$ cat src/verilog/link_pkg.sv
package link_pkg;

   // Packet layout, lsb first on the lane
   localparam int PW          = 104;               // Full packet width
   localparam int LANE_W      = 8;                 // Byte lane
   localparam int NBYTES      = PW / LANE_W;       // 13 beats per packet

   // Control byte
   localparam int CTRL_LSB    = 0;                 // Control byte at 7..0
   localparam int WRITE_BIT   = 1;                 // Write request
   localparam int RESP_BIT    = 2;                 // Read response

   // Address and data fields
   localparam int AW          = 32;                // Address width
   localparam int DW          = 32;                // Data width
   localparam int DST_LSB     = 8;                 // Destination 39..8
   localparam int DATA_LSB    = 40;                // Data 71..40
   localparam int SRC_LSB     = 72;                // Source 103..72

   // Register memory
   localparam int MEM_AW      = 6;                 // Word index width
   localparam int MEM_WORDS   = 1 << MEM_AW;       // 64 words
   localparam int MEM_IDX_LSB = DST_LSB + 2;       // Word aligned, dst bits 7..2

   // Beat counters
   localparam int CNT_W       = 4;                 // Counts 0..NBYTES-1

endpackage

$ cat src/verilog/link_tx.sv
`timescale 1ns/1ns

module link_tx (
   input  logic                          clkin,
   input  logic                          reset,
   input  logic                          txrd_access,
   input  logic [link_pkg::PW-1:0]       txrd_packet,
   input  logic                          txwr_access,
   input  logic [link_pkg::PW-1:0]       txwr_packet,
   input  logic                          txrr_access,
   input  logic [link_pkg::PW-1:0]       txrr_packet,
   output logic                          txrd_wait,
   output logic                          txwr_wait,
   output logic                          txrr_wait,
   output logic                          lane_frame,
   output logic [link_pkg::LANE_W-1:0]   lane_data
);

   logic [link_pkg::PW-1:0]    shift_q;        // Bytes still to send
   logic [link_pkg::CNT_W-1:0] cnt_q;          // Beats left after current one
   logic                       busy_q;         // Packet on the lane
   logic                       grant_rr;
   logic                       grant_rd;
   logic                       grant_wr;
   logic                       grant_any;
   logic [link_pkg::PW-1:0]    grant_pkt;      // Packet of winning channel

   // Waits are levels, response channel blocks external traffic
   assign txrr_wait  = busy_q;
   assign txrd_wait  = busy_q | txrr_access;
   assign txwr_wait  = busy_q | txrr_access | txrd_access; // Read beats write

   // Fixed priority rr > rd > wr
   assign grant_rr   = txrr_access & ~txrr_wait;
   assign grant_rd   = txrd_access & ~txrd_wait;
   assign grant_wr   = txwr_access & ~txwr_wait;
   assign grant_any  = grant_rr | grant_rd | grant_wr;

   always_comb begin
      if (txrr_access) begin
         grant_pkt = txrr_packet;              // Response first
      end else if (txrd_access) begin
         grant_pkt = txrd_packet;
      end else begin
         grant_pkt = txwr_packet;
      end
   end

   assign lane_frame = busy_q;                 // Frame tracks busy exactly

   // Control, accept at T, frame T+1..T+13, idle again at T+14
   always_ff @(posedge clkin or posedge reset) begin
      if (reset) begin
         busy_q <= 1'b0;
         cnt_q  <= '0;
      end else if (!busy_q) begin
         if (grant_any) begin
            busy_q <= 1'b1;                    // First beat goes out now
            cnt_q  <= link_pkg::CNT_W'(link_pkg::NBYTES - 1);
         end
      end else if (cnt_q == '0) begin
         busy_q <= 1'b0;                       // Last beat was on the lane
      end else begin
         cnt_q  <= cnt_q - 1'b1;
      end
   end

   // Serializer, lsb byte first so control byte leads
   always_ff @(posedge clkin) begin
      if (!busy_q && grant_any) begin
         lane_data <= grant_pkt[link_pkg::LANE_W-1:0];
         shift_q   <= grant_pkt >> link_pkg::LANE_W;
      end else if (busy_q) begin
         lane_data <= shift_q[link_pkg::LANE_W-1:0];
         shift_q   <= shift_q >> link_pkg::LANE_W; // Next byte down
      end
   end

endmodule

$ cat src/verilog/link_rx.sv
`timescale 1ns/1ns

module link_rx (
   input  logic                          clkin,
   input  logic                          reset,
   input  logic                          lane_frame,
   input  logic [link_pkg::LANE_W-1:0]   lane_data,
   output logic                          rxrd_access,
   output logic [link_pkg::PW-1:0]       rxrd_packet,
   output logic                          rxwr_access,
   output logic [link_pkg::PW-1:0]       rxwr_packet,
   output logic                          rxrr_access,
   output logic [link_pkg::PW-1:0]       rxrr_packet
);

   logic [link_pkg::PW-1:0]    pkt_q;          // Assembly register
   logic [link_pkg::PW-1:0]    pkt_next;       // Packet with this beat in
   logic [link_pkg::CNT_W-1:0] cnt_q;          // Beats seen so far
   logic                       last_beat;
   logic                       is_resp;
   logic                       is_write;

   // New byte enters at the top, earlier bytes move down
   assign pkt_next  = {lane_data, pkt_q[link_pkg::PW-1:link_pkg::LANE_W]};
   assign last_beat = lane_frame & (cnt_q == link_pkg::CNT_W'(link_pkg::NBYTES - 1));

   // Control byte is fully aligned once the last beat is in
   assign is_resp   = pkt_next[link_pkg::CTRL_LSB + link_pkg::RESP_BIT];
   assign is_write  = pkt_next[link_pkg::CTRL_LSB + link_pkg::WRITE_BIT];

   always_ff @(posedge clkin or posedge reset) begin
      if (reset) begin
         cnt_q       <= '0;
         rxrd_access <= 1'b0;
         rxwr_access <= 1'b0;
         rxrr_access <= 1'b0;
      end else begin
         if (!lane_frame || last_beat) begin
            cnt_q <= '0;                       // Realign on every frame
         end else begin
            cnt_q <= cnt_q + 1'b1;
         end
         // One pulse per packet, response wins over write
         rxrr_access <= last_beat & is_resp;
         rxwr_access <= last_beat & ~is_resp & is_write;
         rxrd_access <= last_beat & ~is_resp & ~is_write;
      end
   end

   always_ff @(posedge clkin) begin
      if (lane_frame) begin
         pkt_q <= pkt_next;                    // Shift in framed byte
      end
   end

   // Same register feeds all channels, only the pulse differs
   assign rxrd_packet = pkt_q;
   assign rxwr_packet = pkt_q;
   assign rxrr_packet = pkt_q;

endmodule

$ cat src/verilog/link_mem.sv
`timescale 1ns/1ns

module link_mem (
   input  logic                          clkin,
   input  logic                          reset,
   input  logic                          rd_access,
   input  logic [link_pkg::PW-1:0]       rd_packet,
   input  logic                          wr_access,
   input  logic [link_pkg::PW-1:0]       wr_packet,
   input  logic                          rr_wait,
   output logic                          rr_access,
   output logic [link_pkg::PW-1:0]       rr_packet
);

   logic [link_pkg::DW-1:0]     mem_q [link_pkg::MEM_WORDS];
   logic [link_pkg::MEM_AW-1:0] wr_idx;        // Word index of write
   logic [link_pkg::MEM_AW-1:0] rd_idx;        // Word index of read
   logic [link_pkg::PW-1:0]     resp_pkt;      // Response being built

   assign wr_idx = wr_packet[link_pkg::MEM_IDX_LSB +: link_pkg::MEM_AW];
   assign rd_idx = rd_packet[link_pkg::MEM_IDX_LSB +: link_pkg::MEM_AW];

   // Response, addresses swapped, only resp bit set in control
   always_comb begin
      resp_pkt = '0;
      resp_pkt[link_pkg::CTRL_LSB + link_pkg::RESP_BIT] = 1'b1;
      resp_pkt[link_pkg::DST_LSB +: link_pkg::AW] =
         rd_packet[link_pkg::SRC_LSB +: link_pkg::AW];    // Back to requester
      resp_pkt[link_pkg::DATA_LSB +: link_pkg::DW] = mem_q[rd_idx];
      resp_pkt[link_pkg::SRC_LSB +: link_pkg::AW] =
         rd_packet[link_pkg::DST_LSB +: link_pkg::AW];    // From read target
   end

   // Storage and response valid
   always_ff @(posedge clkin or posedge reset) begin
      if (reset) begin
         for (int i = 0; i < link_pkg::MEM_WORDS; i++) begin
            mem_q[i] <= '0;                    // Memory starts all zero
         end
         rr_access <= 1'b0;
      end else begin
         if (wr_access) begin
            mem_q[wr_idx] <= wr_packet[link_pkg::DATA_LSB +: link_pkg::DW];
         end
         if (rd_access) begin
            rr_access <= 1'b1;                 // Valid from next cycle
         end else if (!rr_wait) begin
            rr_access <= 1'b0;                 // Taken by transmitter
         end
      end
   end

   // Response payload, held while pending
   always_ff @(posedge clkin) begin
      if (rd_access) begin
         rr_packet <= resp_pkt;
      end
   end

endmodule

$ cat src/verilog/link_loopback_top.sv
`timescale 1ns/1ns

module link_loopback_top (
   input  logic                          clkin,
   input  logic                          reset,
   input  logic                          ext_access,
   input  logic [link_pkg::PW-1:0]       ext_packet,
   output logic                          dut_rd_wait,
   output logic                          dut_wr_wait,
   output logic                          dut_access,
   output logic [link_pkg::PW-1:0]       dut_packet
);

   logic                        txrd_access;
   logic                        txwr_access;
   logic                        txrd_wait;
   logic                        txwr_wait;
   logic                        txrr_access;   // Memory response
   logic [link_pkg::PW-1:0]     txrr_packet;
   logic                        txrr_wait;
   logic                        lane_frame;    // Looped lane
   logic [link_pkg::LANE_W-1:0] lane_data;
   logic                        rxrd_access;
   logic [link_pkg::PW-1:0]     rxrd_packet;
   logic                        rxwr_access;
   logic [link_pkg::PW-1:0]     rxwr_packet;
   logic                        rxrr_access;
   logic [link_pkg::PW-1:0]     rxrr_packet;

   // Split external traffic on the write bit
   assign txwr_access = ext_access &  ext_packet[link_pkg::CTRL_LSB + link_pkg::WRITE_BIT];
   assign txrd_access = ext_access & ~ext_packet[link_pkg::CTRL_LSB + link_pkg::WRITE_BIT];
   assign dut_rd_wait = txrd_wait;             // Pushback to source
   assign dut_wr_wait = txwr_wait;

   link_tx i_link_tx (
      .clkin       (clkin),
      .reset       (reset),
      .txrd_access (txrd_access),
      .txrd_packet (ext_packet),               // Same packet on both paths
      .txwr_access (txwr_access),
      .txwr_packet (ext_packet),
      .txrr_access (txrr_access),
      .txrr_packet (txrr_packet),
      .txrd_wait   (txrd_wait),
      .txwr_wait   (txwr_wait),
      .txrr_wait   (txrr_wait),
      .lane_frame  (lane_frame),
      .lane_data   (lane_data)
   );

   link_rx i_link_rx (
      .clkin       (clkin),
      .reset       (reset),
      .lane_frame  (lane_frame),               // Straight loopback
      .lane_data   (lane_data),
      .rxrd_access (rxrd_access),
      .rxrd_packet (rxrd_packet),
      .rxwr_access (rxwr_access),
      .rxwr_packet (rxwr_packet),
      .rxrr_access (rxrr_access),
      .rxrr_packet (rxrr_packet)
   );

   link_mem i_link_mem (
      .clkin       (clkin),
      .reset       (reset),
      .rd_access   (rxrd_access),
      .rd_packet   (rxrd_packet),
      .wr_access   (rxwr_access),
      .wr_packet   (rxwr_packet),
      .rr_wait     (txrr_wait),
      .rr_access   (txrr_access),
      .rr_packet   (txrr_packet)
   );

   // Responses leave without back-pressure
   assign dut_access = rxrr_access;
   assign dut_packet = rxrr_packet;

endmodule

$ cat config.mk
export PLATFORM = sky130hd
export DESIGN_NAME = link_loopback_top
export DESIGN_NICKNAME = d
export VERILOG_FILES = /design/src/verilog/link_pkg.sv /design/src/verilog/link_tx.sv /design/src/verilog/link_rx.sv /design/src/verilog/link_mem.sv /design/src/verilog/link_loopback_top.sv
export SDC_FILE = /design/constraint.sdc
export NUM_CORES = 2
export LEC_CHECK = 0
export BUFFER_PORTS_ARGS = -buffer_cell sky130_fd_sc_hd__buf_2
export CAP_MARGIN = 10
export CORE_MARGIN = 2
export CORE_UTILIZATION = 55
export CTS_BUF_LIST = sky130_fd_sc_hd__clkbuf_16
export CTS_CLUSTER_DIAMETER = 80
export DETAILED_ROUTE_END_ITERATION = 8
export HOLD_SLACK_MARGIN = 0.06
export PLACE_DENSITY = 0.81
export REMOVE_ABC_BUFFERS = 1
export SLEW_MARGIN = 20
export SYNTH_ARGS = -nofsm -noshare
export SYNTH_HDL_FRONTEND = slang
export SYNTH_SLANG_ARGS = --single-unit
$ cat constraint.sdc
create_clock -name clkin -period 142.1 [get_ports clkin]
set_input_delay 7.105 -clock clkin [delete_from_list [all_inputs] [get_ports clkin]]
set_output_delay 7.105 -clock clkin [all_outputs]
set_load 0.005 [all_outputs]
==> out/qor.yml <==
nFillCells: 13300
p_sw_uw: 697
cpMostUsedCell: "buf_2"
hold_depth: 0
num_io_pins: 214
ys_warn_count: 0
clkTransAtPathRegs_ns: 0.06
cts_tree: "yes"
cts_hold_buf: 0
critPathLaunchType: "input port"
yosysMostFrequentCell: "dfrtp_1"
cp.required_ns: 134.99
ctsResizeCount: 0
synth_top_cell_area_share_pct: 50.0
synth_cell_types: 69
rsz0062_at_grt: "false"
synthArstFlopShare_pct: 87.1
register_area_um2: 60700
finClkSkew_ns: 0.0664
ant_nets: 0
swShare_pct: 37.2
critPathMaxStageDelay_ns: 0.35
rr_worst_depth: 9
layout-drive-gt1-share_pct: 39.6
syn_area_um2: 103000
port_buffers: 213
postSynthCellCount: 7289
rows: 158
ys_top_cells_by_count: "2061 x dfrtp_1, 1987 x mux2_2, 460 x a22oi_1, 398 x clkbuf_1, 304 x edfxtp_1"
die-area_um2: 191000
critPathArrivalTime_ns: 8.06
tightest_slew_ns: 1.34
dr.pass1.iters: 6
placed_area_um2: 106000
grt_pass1_wl_mm: 450
internal-power_uw: 1180
powerDensity_nw_per_um2: 16.5
synth-seq-cells: 2365
crit_chain: "buf_2 -> inv_1 -> o21ai_0 -> buf_2"
synth_top_cell_by_area: "dfrtp_1"
vias: 66400
ctsRootBufferMaster: "clkbuf_16"
fin_area_um2: 113000
fmax_mhz: 65.9
pwr-share-comb_pct: 26.6
area_growth_pct: 10.1
endpoint_kind: "output port"
num-nets-final: 7233
first_iter_violations: 7816
place.gp.congestion: 0.883
status: "completed"
ys.flop_type: "dfrtp_1"
vdd_drop_max_mv: 0.0238
routedWlPerCell_um: 31.0
design.core.area_um2: 186000
antenna_found_initial: 18
fin_crit_ns: 15.17
synth-seq-area-share_pct: 58.9
dieHeight_um: 437
finalWirelength_mm: 304
hold_class: "flip-flop to flip-flop"
hold_viol_final: 0
slew_violations: 0
critical_path.max_fanout: 11
drv_cap: 0
numCtsBuffers: 227
finalSetupTns_ns: 0
grt-ovfl-total: 0
synth_area_per_cell_um2: 14.1
slew_headroom_pct: 9.96
synth_area_leaders: "dfrtp_1 50%, mux2_2 22%, edfxtp_1 8.9%"
grt_pass1_vias: 68900
h-tree-depth: 4
cts_max_path_buffers: 3
start_util_pct: 55.5
viasPerCell: 6.77
p_seq_share_pct: 41.1
clock_latency_ns: 0.91
drc: 0
p_clk_share_pct: 32.3
p_leak_uw: 0.0534
dp_hpwl_mm: 172
critical_path_class: "input port to output port"
period_share_pct: 10.7
chipWidth_um: 437
grtUsageTotal_pct: 31.6
cp_slowest_cell: "inv_1"
cts.sink_count: 2365
multi_input_area_um2: 39300
synth_edf_count: 304
grt_max_degree: 190
cts_setup_buffers: 0
setup_viol: 0
## final timing paths
path | startpoint | end | slack (ns)
max in group asynchronous | reset | i_link_mem.mem_q[805] | 131.64
worst max-delay path | ext_access | dut_wr_wait | 126.93
worst min register to register | i_link_tx.lane_data[0] | i_link_rx.rxrd_packet[96] | 0.42
worst max register to register | i_link_rx.rxrd_packet[10] | i_link_mem.rr_packet[67] | 137.07
worst min-delay path | i_link_tx.lane_data[0] | i_link_rx.rxrd_packet[96] | 0.42
min in group asynchronous | reset | i_link_mem.mem_q[1433] | 6.41
## power groups by stage
stage	clock network (uW)	logic (uW)	registers [uW]
after floorplan	0	200	844
after global placement	0	472	780
after detailed placement	0	480	782
after CTS	610	482	770
after global routing	638	511	773
final	606	498	771
## metal layers
layer / up-vias / track usage [%] / part of all wire [%]
met2: 3746 / 48.6 / 46
met3: 866 / 7.29 / 10
met5: - / 0 / 0.016
met4: 8 / 19.3 / 6.6
li1: 26900 / - / -
met1: 34900 / 40.9 / 38
## registers in the layout, summed over array words and instances, names as in the netlist
| register | flops |
|---|---|
| i_link_mem.mem_q | 2048 |
| i_link_mem.rr_access | 1 |
| i_link_mem.rr_packet | 96 |
| i_link_rx.cnt_q | 4 |
| i_link_rx.rxrd_access | 1 |
| i_link_rx.rxrd_packet | 104 |
| i_link_rx.rxrr_access | 1 |
| i_link_rx.rxwr_access | 1 |
| i_link_tx.cnt_q | 4 |
| i_link_tx.lane_data | 8 |
| i_link_tx.lane_frame | 1 |
| i_link_tx.shift_q | 96 |
## per-stage QoR
| step | hold slack, ns | power [uW] | std cells | utilization, % | worst slack (ns) |
|---|---|---|---|---|---|
| 2_1_floorplan | 0.400 | 1040 | 6478 | - | 76.78 |
| 3_3_place_gp | 0.402 | 1250 | 9373 | 57.0 | 126.98 |
| 3_5_place_dp | 0.408 | 1260 | 9373 | 57.0 | 126.94 |
| 4_1_cts | 0.423 | 1860 | 9802 | 61.0 | 126.93 |
| 5_1_grt | 0.426 | 1920 | 9804 | 61.0 | 126.87 |
| 6_report | 0.423 | 1870 | 9812 | 61.1 | 126.93 |
## cells by family after synthesis
family          synth area share, %
fa+ha+maj                    0.0364
compound gates                 8.81
mux                            26.6
simple gates                   2.12
flops                          58.9
buf+inv                        3.50
xor+xnor                    0.00850
## layout by cell type, fill, tap and decap left out, drive strengths merged, types with 10 or more instances in the layout
cell       n
clkbuf   229
nand2    157
a311oi    28
a41oi     51
or2       33
clkinv   104
nand2b    10
o21ai    139
edfxtp   304
a22oi    460
o22ai    110
bufinv    23
a22o      30
a221oi   187
nor2     133
nor4      28
o221ai    31
mux2    2051
mux4      59
o22a      11
inv       83
nand4     32
o211ai    59
nor3b     11
mux2i    303
a221o     25
dfrtp   2061
buf      416
a21oi     71
## critical path, delay by kind of cell
| kind | cells | cell delay [ns] |
|---|---|---|
| buffers and inverters | 3 | 0.69 |
| AOI/OAI and AO/OA | 1 | 0.27 |
## cell type report
cell class | instances | share of cell area [%]
sequential | 2365 | 53.5
multi-input combinational | 4101 | 34.6
clock buffer | 229 | 5.05
tap | 2480 | 2.73
timing repair buffer | 416 | 2.44
clock inverter | 200 | 1.57
inverter | 12 | 0.0507
antenna | 9 | 0.0198
(Power assumes the default switching activity.)
